<file path="src/rtl/axil_bus_pkg.sv">
// AXI-lite read channel types

package axil_bus_pkg;

	////////////////////////////////////////////////////////////////////////////
	// Bus geometry
	////////////////////////////////////////////////////////////////////////////

	// Byte address on the read address channel
	typedef logic [31:0] axi_addr_t;

	// One full bus data word
	typedef logic [63:0] axi_data_t;

	// Byte offset bits within a bus word
	localparam int BUS_LSB = 3;

	////////////////////////////////////////////////////////////////////////////
	// Channel bundles
	////////////////////////////////////////////////////////////////////////////

	// AR channel, driven by the fetch unit
	typedef struct packed {
		logic      arvalid;
		axi_addr_t araddr;
	} ar_req_t;

	// R channel, returned by memory
	// RRESP bit 1 flags SLVERR or DECERR
	typedef struct packed {
		logic       rvalid;
		axi_data_t  rdata;
		logic [1:0] rresp;
	} r_resp_t;

endpackage
</file>
<file path="src/rtl/fetch_pkg.sv">
// CPU fetch interface types

package fetch_pkg;

	////////////////////////////////////////////////////////////////////////////
	// Instruction geometry
	////////////////////////////////////////////////////////////////////////////

	// One instruction as seen by the CPU
	typedef logic [31:0] insn_t;

	// Byte offset bits within an instruction
	localparam int INSN_LSB = 2;

	// Instructions packed in one bus word
	localparam int INSNS_PER_WORD = 2;

	////////////////////////////////////////////////////////////////////////////
	// Bundles
	////////////////////////////////////////////////////////////////////////////

	// FIFO entry, bus word plus its error flag
	typedef struct packed {
		logic                  illegal;
		axil_bus_pkg::axi_data_t data;
	} fetch_word_t;

	// Control from the CPU
	// pc is only looked at with new_pc
	typedef struct packed {
		logic                  cpu_reset;
		logic                  new_pc;
		logic                  clear_cache;
		axil_bus_pkg::axi_addr_t pc;
	} cpu_cmd_t;

	// Instruction stream back to the CPU
	typedef struct packed {
		logic                  valid;
		logic                  illegal;
		axil_bus_pkg::axi_addr_t pc;
		insn_t                 insn;
	} fetch_out_t;

endpackage

</file>
<file path="src/rtl/axil_fetch.sv">
// AXI-lite instruction prefetch

module axil_fetch #(
	parameter int FETCH_LIMIT = 16
) (
	input  logic                  S_AXI_ACLK,
	input  logic                  S_AXI_ARESETN,
	// CPU side
	input  fetch_pkg::cpu_cmd_t   i_cmd,
	input  logic                  i_ready,
	output fetch_pkg::fetch_out_t o_out,
	// Bus side
	output axil_bus_pkg::ar_req_t o_ar,
	input  logic                  i_arready,
	input  axil_bus_pkg::r_resp_t i_r,
	output logic                  o_rready
);

	// Restart decoded once, shared by every stage
	logic                   restart;
	// Flush bookkeeping
	logic                   bus_full;
	logic                   flushing;
	logic                   flush_request;
	// Unpacker feedback for the throttle
	logic                   word_taken;
	logic                   out_held;
	// FIFO read side
	logic                   fifo_rd;
	logic                   fifo_empty;
	fetch_pkg::fetch_word_t fifo_word;

	// Returns are never stalled
	assign o_rready = 1'b1;

	////////////////////////////////////////////////////////////////////////////
	// Request, flush, buffer, unpack
	////////////////////////////////////////////////////////////////////////////

	fetch_requester #(
		.FETCH_LIMIT(FETCH_LIMIT)
	) u_requester (
		.S_AXI_ACLK     (S_AXI_ACLK),
		.S_AXI_ARESETN  (S_AXI_ARESETN),
		.i_cmd          (i_cmd),
		.i_arready      (i_arready),
		.i_bus_full     (bus_full),
		.i_flush_request(flush_request),
		.i_word_taken   (word_taken),
		.i_out_held     (out_held),
		.o_ar           (o_ar),
		.o_restart      (restart)
	);

	flush_tracker #(
		.FETCH_LIMIT(FETCH_LIMIT)
	) u_flush (
		.S_AXI_ACLK     (S_AXI_ACLK),
		.S_AXI_ARESETN  (S_AXI_ARESETN),
		.i_restart      (restart),
		.i_ar           (o_ar),
		.i_arready      (i_arready),
		.i_rvalid       (i_r.rvalid),
		.o_bus_full     (bus_full),
		.o_flushing     (flushing),
		.o_flush_request(flush_request)
	);

	fetch_word_fifo #(
		.FETCH_LIMIT(FETCH_LIMIT)
	) u_fifo (
		.S_AXI_ACLK(S_AXI_ACLK),
		.i_restart (restart),
		.i_r       (i_r),
		.i_flushing(flushing),
		.i_rd      (fifo_rd),
		.o_word    (fifo_word),
		.o_empty   (fifo_empty)
	);

	insn_unpacker u_unpacker (
		.S_AXI_ACLK  (S_AXI_ACLK),
		.i_cmd       (i_cmd),
		.i_restart   (restart),
		.i_ready     (i_ready),
		.i_word      (fifo_word),
		.i_empty     (fifo_empty),
		.o_rd        (fifo_rd),
		.o_word_taken(word_taken),
		.o_out_held  (out_held),
		.o_out       (o_out)
	);

endmodule

</file>
<file path="src/rtl/insn_unpacker.sv">
// Bus word to instruction unpacker

module insn_unpacker (
	input  logic                   S_AXI_ACLK,
	input  fetch_pkg::cpu_cmd_t    i_cmd,
	input  logic                   i_restart,
	input  logic                   i_ready,
	input  fetch_pkg::fetch_word_t i_word,
	input  logic                   i_empty,
	output logic                   o_rd,
	output logic                   o_word_taken,
	output logic                   o_out_held,
	output fetch_pkg::fetch_out_t  o_out
);

	localparam int FILL_W = $clog2(fetch_pkg::INSNS_PER_WORD) + 1;
	localparam int IW     = $bits(fetch_pkg::insn_t);
	localparam int AW     = $bits(axil_bus_pkg::axi_addr_t);
	localparam int BLSB   = axil_bus_pkg::BUS_LSB;
	localparam int ILSB   = fetch_pkg::INSN_LSB;
	localparam logic [FILL_W-1:0] FULL_FILL = FILL_W'(fetch_pkg::INSNS_PER_WORD);

	logic                    valid_q;
	logic                    illegal_q;
	axil_bus_pkg::axi_addr_t pc_q;
	// Current word, next instruction in the low bits
	axil_bus_pkg::axi_data_t out_data;
	// Instructions left in out_data
	logic [FILL_W-1:0]       out_fill;
	// Instruction slot of pc within its bus word
	logic [BLSB-ILSB-1:0]    shift;
	logic                    accept;

	assign accept = valid_q && i_ready;
	assign shift  = pc_q[BLSB-1:ILSB];

	// Pull a word when idle or on the last slot
	assign o_rd         = !valid_q || (i_ready && (out_fill <= FILL_W'(1)));
	assign o_word_taken = o_rd && !i_empty;
	// Output word still here next cycle
	assign o_out_held   = valid_q && (!i_ready || (out_fill > FILL_W'(1)));

	////////////////////////////////////////////////////////////////////////////
	// Output handshake
	////////////////////////////////////////////////////////////////////////////

	always_ff @(posedge S_AXI_ACLK)
	begin
		if (i_restart)
			valid_q <= 1'b0;
		else if (!valid_q || i_ready)
			valid_q <= o_word_taken || (out_fill > (valid_q ? FILL_W'(1) : FILL_W'(0)));
	end

	always_ff @(posedge S_AXI_ACLK)
	begin
		if (i_restart)
			out_fill <= '0;
		else if (o_rd)
		begin
			if (i_empty)
				out_fill <= '0;
			else if (valid_q)
				out_fill <= FULL_FILL;
			else
				// First word of a stream may start mid-word
				out_fill <= FULL_FILL - FILL_W'(shift);
		end
		else if (i_ready && (out_fill != '0))
			out_fill <= out_fill - 1'b1;
	end

	always_ff @(posedge S_AXI_ACLK)
	begin
		if (o_rd)
		begin
			if (valid_q)
				out_data <= i_word.data;
			else
				// Drop the slots below pc
				out_data <= i_word.data >> (IW * int'(shift));
		end
		else if (i_ready)
			out_data <= out_data >> IW;
	end

	////////////////////////////////////////////////////////////////////////////
	// PC and error flag
	////////////////////////////////////////////////////////////////////////////

	// pc freezes once a bus error shows up
	always_ff @(posedge S_AXI_ACLK)
	begin
		if (i_cmd.new_pc)
			pc_q <= i_cmd.pc;
		else if (accept && !illegal_q)
			pc_q <= {pc_q[AW-1:ILSB] + 1'b1, {(ILSB){1'b0}}};
	end

	// Sticky until the next restart
	always_ff @(posedge S_AXI_ACLK)
	begin
		if (i_restart)
			illegal_q <= 1'b0;
		else if (!illegal_q && o_word_taken)
			illegal_q <= i_word.illegal;
	end

	assign o_out.valid   = valid_q;
	assign o_out.illegal = illegal_q;
	assign o_out.pc      = pc_q;
	assign o_out.insn    = out_data[IW-1:0];

endmodule

</file>
<file path="src/rtl/fetch_word_fifo.sv">
// Returned bus word FIFO

module fetch_word_fifo #(
	parameter int FETCH_LIMIT = 16
) (
	input  logic                   S_AXI_ACLK,
	input  logic                   i_restart,
	input  axil_bus_pkg::r_resp_t  i_r,
	input  logic                   i_flushing,
	input  logic                   i_rd,
	output fetch_pkg::fetch_word_t o_word,
	output logic                   o_empty
);

	localparam int LGFIFO = $clog2(FETCH_LIMIT);

	// Circular storage
	fetch_pkg::fetch_word_t mem [FETCH_LIMIT];
	// One extra bit separates full from empty
	logic [LGFIFO:0]        wr_ptr;
	logic [LGFIFO:0]        rd_ptr;
	logic                   wr;
	logic                   rd;

	// Stale returns are dropped, including one on the restart cycle
	assign wr = i_r.rvalid && !i_flushing && !i_restart;
	assign rd = i_rd && !o_empty;

	////////////////////////////////////////////////////////////////////////////
	// Pointers
	////////////////////////////////////////////////////////////////////////////

	always_ff @(posedge S_AXI_ACLK)
	begin
		if (i_restart)
		begin
			// Buffered words belong to the old stream
			wr_ptr <= '0;
			rd_ptr <= '0;
		end
		else
		begin
			if (wr)
				wr_ptr <= wr_ptr + 1'b1;
			if (rd)
				rd_ptr <= rd_ptr + 1'b1;
		end
	end

	////////////////////////////////////////////////////////////////////////////
	// Storage
	////////////////////////////////////////////////////////////////////////////

	always_ff @(posedge S_AXI_ACLK)
	begin
		if (wr)
		begin
			// RRESP bit 1 marks a bus error
			mem[wr_ptr[LGFIFO-1:0]].illegal <= i_r.rresp[1];
			mem[wr_ptr[LGFIFO-1:0]].data    <= i_r.rdata;
		end
	end

	assign o_empty = (wr_ptr == rd_ptr);

	// Head of queue, visible the cycle after its write
	assign o_word = mem[rd_ptr[LGFIFO-1:0]];

endmodule

</file>
<file path="src/rtl/flush_tracker.sv">
// Outstanding read and flush tracker

module flush_tracker #(
	parameter int FETCH_LIMIT = 16
) (
	input  logic                  S_AXI_ACLK,
	input  logic                  S_AXI_ARESETN,
	input  logic                  i_restart,
	input  axil_bus_pkg::ar_req_t i_ar,
	input  logic                  i_arready,
	input  logic                  i_rvalid,
	output logic                  o_bus_full,
	output logic                  o_flushing,
	output logic                  o_flush_request
);

	localparam int LGDEPTH = $clog2(FETCH_LIMIT) + 4;
	localparam int CNT_W   = LGDEPTH + 1;
	// Outstanding reads cap
	localparam logic [CNT_W-1:0] CAP = CNT_W'((1 << LGDEPTH) - 1);

	logic [CNT_W-1:0] outstanding;
	logic [CNT_W-1:0] next_outstanding;
	// Returns still to be thrown away
	logic [CNT_W-1:0] flushcount;
	logic [CNT_W-1:0] new_flushcount;
	logic             ar_xfer;

	assign ar_xfer = i_ar.arvalid && i_arready;

	always_comb
	begin
		next_outstanding = outstanding;
		case ({ar_xfer, i_rvalid})
			2'b10:   next_outstanding = outstanding + 1'b1;
			2'b01:   next_outstanding = outstanding - 1'b1;
			default: next_outstanding = outstanding;
		endcase
	end

	always_ff @(posedge S_AXI_ACLK)
	begin
		if (!S_AXI_ARESETN)
		begin
			outstanding <= '0;
			o_bus_full  <= 1'b0;
		end
		else
		begin
			outstanding <= next_outstanding;
			o_bus_full  <= (next_outstanding >= CAP);
		end
	end

	// Everything in flight is stale, a waiting AR too
	// The return on this cycle is dropped at the FIFO already
	assign new_flushcount = outstanding + CNT_W'(i_ar.arvalid) - CNT_W'(i_rvalid);

	always_ff @(posedge S_AXI_ACLK)
	begin
		if (!S_AXI_ARESETN)
		begin
			flushcount      <= '0;
			o_flushing      <= 1'b0;
			o_flush_request <= 1'b0;
		end
		else if (i_restart)
		begin
			flushcount      <= new_flushcount;
			o_flushing      <= (new_flushcount != '0);
			// Stale AR still parked on the channel
			o_flush_request <= i_ar.arvalid && !i_arready;
		end
		else
		begin
			if (i_rvalid && (flushcount != '0))
			begin
				flushcount <= flushcount - 1'b1;
				o_flushing <= (flushcount > CNT_W'(1));
			end
			if (i_arready)
				o_flush_request <= 1'b0;
		end
	end

endmodule

</file>
<file path="src/rtl/fetch_requester.sv">
// Fetch address requester

module fetch_requester #(
	parameter int FETCH_LIMIT = 16
) (
	input  logic                  S_AXI_ACLK,
	input  logic                  S_AXI_ARESETN,
	input  fetch_pkg::cpu_cmd_t   i_cmd,
	input  logic                  i_arready,
	input  logic                  i_bus_full,
	input  logic                  i_flush_request,
	input  logic                  i_word_taken,
	input  logic                  i_out_held,
	output axil_bus_pkg::ar_req_t o_ar,
	output logic                  o_restart
);

	// Fill never exceeds FETCH_LIMIT
	localparam int FILL_W = $clog2(FETCH_LIMIT) + 1;
	// Room for fill plus two single-bit terms
	localparam int SUM_W  = FILL_W + 1;
	localparam int AW     = $bits(axil_bus_pkg::axi_addr_t);
	localparam int LSB    = axil_bus_pkg::BUS_LSB;

	logic                    arvalid_q;
	axil_bus_pkg::axi_addr_t araddr_q;
	// New PC seen while an AR was stalled
	logic                    pending_new_pc;
	axil_bus_pkg::axi_addr_t pending_pc;
	// Words requested and not yet pulled from the FIFO
	logic [FILL_W-1:0]       fill;
	logic [SUM_W-1:0]        throttle_sum;
	logic                    throttled;
	logic                    ar_free;
	logic                    ar_xfer;

	// Any of the three CPU controls restarts the stream
	assign o_restart = i_cmd.cpu_reset || i_cmd.new_pc || i_cmd.clear_cache;

	// AR slot can take a new request
	assign ar_free = !arvalid_q || i_arready;
	assign ar_xfer = arvalid_q && i_arready;

	// Words in flight, buffered and held at the output
	assign throttle_sum = SUM_W'(fill) + SUM_W'(arvalid_q) + SUM_W'(i_out_held);
	assign throttled    = (throttle_sum >= SUM_W'(FETCH_LIMIT));

	////////////////////////////////////////////////////////////////////////////
	// AR channel
	////////////////////////////////////////////////////////////////////////////

	always_ff @(posedge S_AXI_ACLK)
	begin
		if (!S_AXI_ARESETN)
			arvalid_q <= 1'b0;
		else if (ar_free)
		begin
			// Default is to keep fetching
			arvalid_q <= 1'b1;
			if (throttled)
				arvalid_q <= 1'b0;
			// Hard stops win over everything
			if (i_cmd.cpu_reset || i_cmd.clear_cache || i_bus_full)
				arvalid_q <= 1'b0;
		end
	end

	// Address only moves once the slot is free
	always_ff @(posedge S_AXI_ACLK)
	begin
		if (ar_free)
		begin
			if (i_cmd.new_pc)
				araddr_q <= i_cmd.pc;
			else if (pending_new_pc)
				araddr_q <= pending_pc;
			else if (arvalid_q)
				// Next bus word, aligned
				araddr_q <= {araddr_q[AW-1:LSB] + 1'b1, {(LSB){1'b0}}};
		end
	end

	assign o_ar.arvalid = arvalid_q;
	assign o_ar.araddr  = araddr_q;

	////////////////////////////////////////////////////////////////////////////
	// Pending redirect
	////////////////////////////////////////////////////////////////////////////

	always_ff @(posedge S_AXI_ACLK)
	begin
		if (!S_AXI_ARESETN || i_cmd.clear_cache)
			pending_new_pc <= 1'b0;
		else if (ar_free)
			pending_new_pc <= 1'b0;
		else if (i_cmd.new_pc)
			pending_new_pc <= 1'b1;
	end

	always_ff @(posedge S_AXI_ACLK)
	begin
		if (i_cmd.new_pc)
			pending_pc <= i_cmd.pc;
	end

	// Fill count, stale AR from before a restart is not counted
	always_ff @(posedge S_AXI_ACLK)
	begin
		if (!S_AXI_ARESETN || o_restart)
			fill <= '0;
		else
		begin
			case ({ar_xfer && !i_flush_request, i_word_taken})
				2'b10:   fill <= fill + 1'b1;
				2'b01:   fill <= fill - 1'b1;
				default: fill <= fill;
			endcase
		end
	end

endmodule

</file>
<file path="config.mk">
export PLATFORM = sky130hd
export DESIGN_NAME = axil_fetch
export DESIGN_NICKNAME = d
export VERILOG_FILES = /design/src/rtl/axil_bus_pkg.sv /design/src/rtl/fetch_pkg.sv /design/src/rtl/axil_fetch.sv /design/src/rtl/insn_unpacker.sv /design/src/rtl/fetch_word_fifo.sv /design/src/rtl/flush_tracker.sv /design/src/rtl/fetch_requester.sv
export SDC_FILE = /design/constraint.sdc
export NUM_CORES = 1
export LEC_CHECK = 0
export ABC_AREA = 1
export BUFFER_PORTS_ARGS = -buffer_cell sky130_fd_sc_hd__buf_2
export CORE_MARGIN = 2
export CORE_UTILIZATION = 55
export CTS_CLUSTER_DIAMETER = 60
export CTS_CLUSTER_SIZE = 30
export DETAILED_ROUTE_END_ITERATION = 10
export HOLD_SLACK_MARGIN = 0.03
export PLACE_DENSITY = 0.72
export SYNTH_ARGS = -nofsm -noshare
export SYNTH_HDL_FRONTEND = slang
export SYNTH_HIERARCHICAL = 1
export SYNTH_SLANG_ARGS = --single-unit
</file>
<file path="constraint.sdc">
create_clock -name S_AXI_ACLK -period 7.1 [get_ports S_AXI_ACLK]
set_clock_uncertainty 0.2 [all_clocks]
set_input_delay 1.775 -clock S_AXI_ACLK [delete_from_list [all_inputs] [get_ports S_AXI_ACLK]]
set_output_delay 1.775 -clock S_AXI_ACLK [all_outputs]
set_load 0.01 [all_outputs]
</file>
==> results.md <==
- Power share of the clock group: ~40%
- Layout Utilization: 60.78%
- Final Wtd Congestion: 0.8779
- Initial DRC Count: around 4200
- IO Pins: ~210
- Sw power: 3.538 mW
- Final global-route overflow total: 0
- Buffers on Ports: approximately 200
- DIE AREA: between 100000 and 150000 um^2
- Core area: between 90000 and 100000 um^2
- Total CTS buffers: 95
- Outcome: complete, no violations
- Worst-Skew Late Latency: 700 ps
- HPWL after detailed placement: 73440 um
- Cell Pwr Density: 246.5 nW/um^2
- Total number of H-tree levels: 3
- Seq/Total Area, Yosys: about two thirds
- Slew Viols, Final: 0
- MaxCap Viol Count: 0
- First-pass GRT wire length: 194700 um
- Layout Area Growth over Synthesis: 10.03%
- Dpl cells: 6056
- Most common cell in the netlist: edfxtp_1
- Max-slew headroom: between 20 and 25%
- Crit Path Max Fanout: between 40 and 50
- Seq pwr share: 56.1%
- Ranking of synthesized cells by area: edfxtp_1, nand2_1, nand3_1
- IR Drop Worst-Case VDD: 0.0001808 V
- Clock Tree Buf Depth: 3
- Post-Synthesis Cells: 4809
- Int Pwr: ~11 mW
- Number of global-route vias before repair: roughly 33000
- Period utilization: 61.50%
- Post_cts resized: 0
- Sw Share: 24.10%
- Yosys warnings: 6
- Hold Buf Count CTS: 0
- Gr usage total: 25.08%
- Setup TNS: 0 ps
- Max frequency: 229.0 MHz
- Residual DRC: 0
- Die Width: between 300 and 400 um
- Crit path DAT: ~4600 ps
- Slew @ Worst Pin: 1170 ps
- Filler instances: 7506
- WP data required: 7290 ps
- Reg area: 36970 um^2
- Syn nets: between 4000 and 5000
- Post-synth top area share: approximately 67%
- Clock root buffer: clkbuf_16
- Type of the tightest min-delay check: reg -> reg
- CTS tree: built
- Leak Pwr: roughly 22 nW
- Finish-stage setup viols: 0
- Layout cells sized above 1: between 10 and 15%
- Clock transition at path regs: 80 ps
- Drt via density: around 5.7
- Die H: roughly 320 um
- Yosys cell types: 47
- Fin crit period: 4366 ps
- Largest net degree at the start of global routing: roughly 250
- Number of detailed-route iterations in the first pass: 6
- Multi-input logic area: ~13000 um^2
- Critical path class: in -> reg
- Commonest cells in the netlist: edfxtp_1, nand2_1, inv_1
- Final wirelength: 128900 um
- FF+latch count, synth: 1246
- Final #Nets: 5002
- Initial antenna violation count: 15
- Num Clock Sinks: approximately 1200
- Initial core utilization: 55.24%
- Synth async-reset ratio: 0%
- RSZ-0062 raised after global routing: no
- Postcts setup bufs: 0
- Via Count: 35569
- Leading area contributor after synthesis: edfxtp_1
- Core Rows: 115
- Number of synthesized flops with an enable pin: 1200
- Wirelength per Cell: 20.66 um
- Leading register cell type out of synthesis: edfxtp_1
- Hold Vio Cnt, Final: 0
- Mapped Area: 54130 um^2
- ANT nets after route: 0
- Crit path launch type: input pin
- Setup crit end kind: flop
- Logic pwr share: 4.7%
- Synth Area per Inst: 11.26 um^2
- Non-filler cells, final: approximately 6200
cell families (layout without fill, tap and decap cells):
family / after synthesis / count (layout) / synth area share [%]
AND/OR/NAND/NOR: 1610 / 1610 / 13.05
flip-flops: 1246 / 1246 / 68.27
buffers and inverters: 967 / 1106 / 7.439
AO/OA/AOI/OAI: 926 / 926 / 10.06
adder cells (fa/ha/maj): 30 / 30 / 0.7073
XOR/XNOR: 29 / 29 / 0.4692
other: 1 / 4 / 0.006928
layer usage:
layer | global-route usage (%) | wire length [um] | vias up
met4 | 7.175 | 3126 | 18
met2 | 40.32 | 60490 | 1362
met1 | 35.50 | 54520 | 17192
met3 | 4.222 | 10590 | 201
li1 | - | - | 16796
met5 | 0 | 121 | -
registers in the layout, summed over array words and instances, names as in the netlist, 9 cells and up, named ones only:
signal	count
u_unpacker/pc_q	32
u_flush/outstanding	9
u_fifo/mem	1040
u_requester/pending_pc	32
u_flush/flushcount	9
u_unpacker/out_data	64
u_requester/araddr_q	32
worst max-delay path, cell delays in order:
cell and delay, ps:
buf_4 280, clkinv_1 110, nand2_1 60, buf_4 220, nor3_2 480, nand2_1 380
nor2_4 830, buf_4 370
power by group through the flow:
stage                     Combinational, mW  Sequential (mW)  Clock [mW]
after floorplan                       0.411             8.39           0
after global placement                0.663             8.40           0
after detailed placement              0.677             8.40           0
after CTS                             0.679             8.23        5.84
after global routing                  0.770             8.25        6.12
final                                 0.685             8.23        5.76
through the flow:
| step | worst slack (ps) | total power [mW] | cell area (um^2) | hold slack (ps) |
|---|---|---|---|---|
| 2_1_floorplan | 575.8 | 8.806 | 54130 | 243.4 |
| 3_3_place_gp | 2056 | 9.062 | 56090 | 273.2 |
| 3_5_place_dp | 2046 | 9.078 | 56090 | 261.1 |
| 4_1_cts | 2784 | 14.75 | 59550 | 270.8 |
| 5_1_grt | 2624 | 15.13 | 59550 | 288.8 |
| 6_report | 2734 | 14.68 | 59560 | 274.3 |
area by class of cell:
cell class,count,share of cell area (%)
diodes,3,0.01260
well taps,1287,2.704
clock inverters,81,1.729
repair buffers,259,2.836
flip-flops and latches,1246,62.07
inverters,668,4.223
clock buffers,98,4.082
multi-input cells,2596,22.34
path summary, 6_finish.rpt:
kind / slack [ps] / cells past startpoint / to / start
min: 270 / 1 / u_fifo/wr_ptr[4] / u_fifo/wr_ptr[4]
max reg2reg: 3540 / 8 / u_unpacker/out_data[11] / flop
max: 2730 / 8 / u_fifo/mem[8][22] / i_cmd[33]
min reg2reg: 270 / 1 / u_fifo/wr_ptr[4] / u_fifo/wr_ptr[4]
cells in the final DEF (no fill, tap or decap), drive strengths merged:
| cell type | count |
|---|---|
| xor2 | 18 |
| buf | 259 |
| edfxtp | 1200 |
| nor4 | 2 |
| nand2 | 829 |
| ha | 29 |
| a21oi | 308 |
| nor3 | 6 |
| a211oi | 1 |
| nand3 | 535 |
| o21bai | 11 |
| nand4 | 4 |
| inv | 702 |
| nor2 | 223 |
| a31oi | 34 |
| fa | 1 |
| conb | 1 |
| bufinv | 1 |
| a21boi | 1 |
| clkbuf | 98 |
| o311ai | 1 |
| diode | 3 |
| nand3b | 2 |
| dfxtp | 46 |
| o211ai | 271 |
| o31ai | 3 |
| a221oi | 1 |
| a21o | 6 |
| clkinv | 41 |
| and2 | 4 |
| clkinvlp | 5 |
| o21ai | 289 |
| or2 | 5 |
| xnor2 | 11 |
No activity file was read; power rests on OpenSTA's default activity.
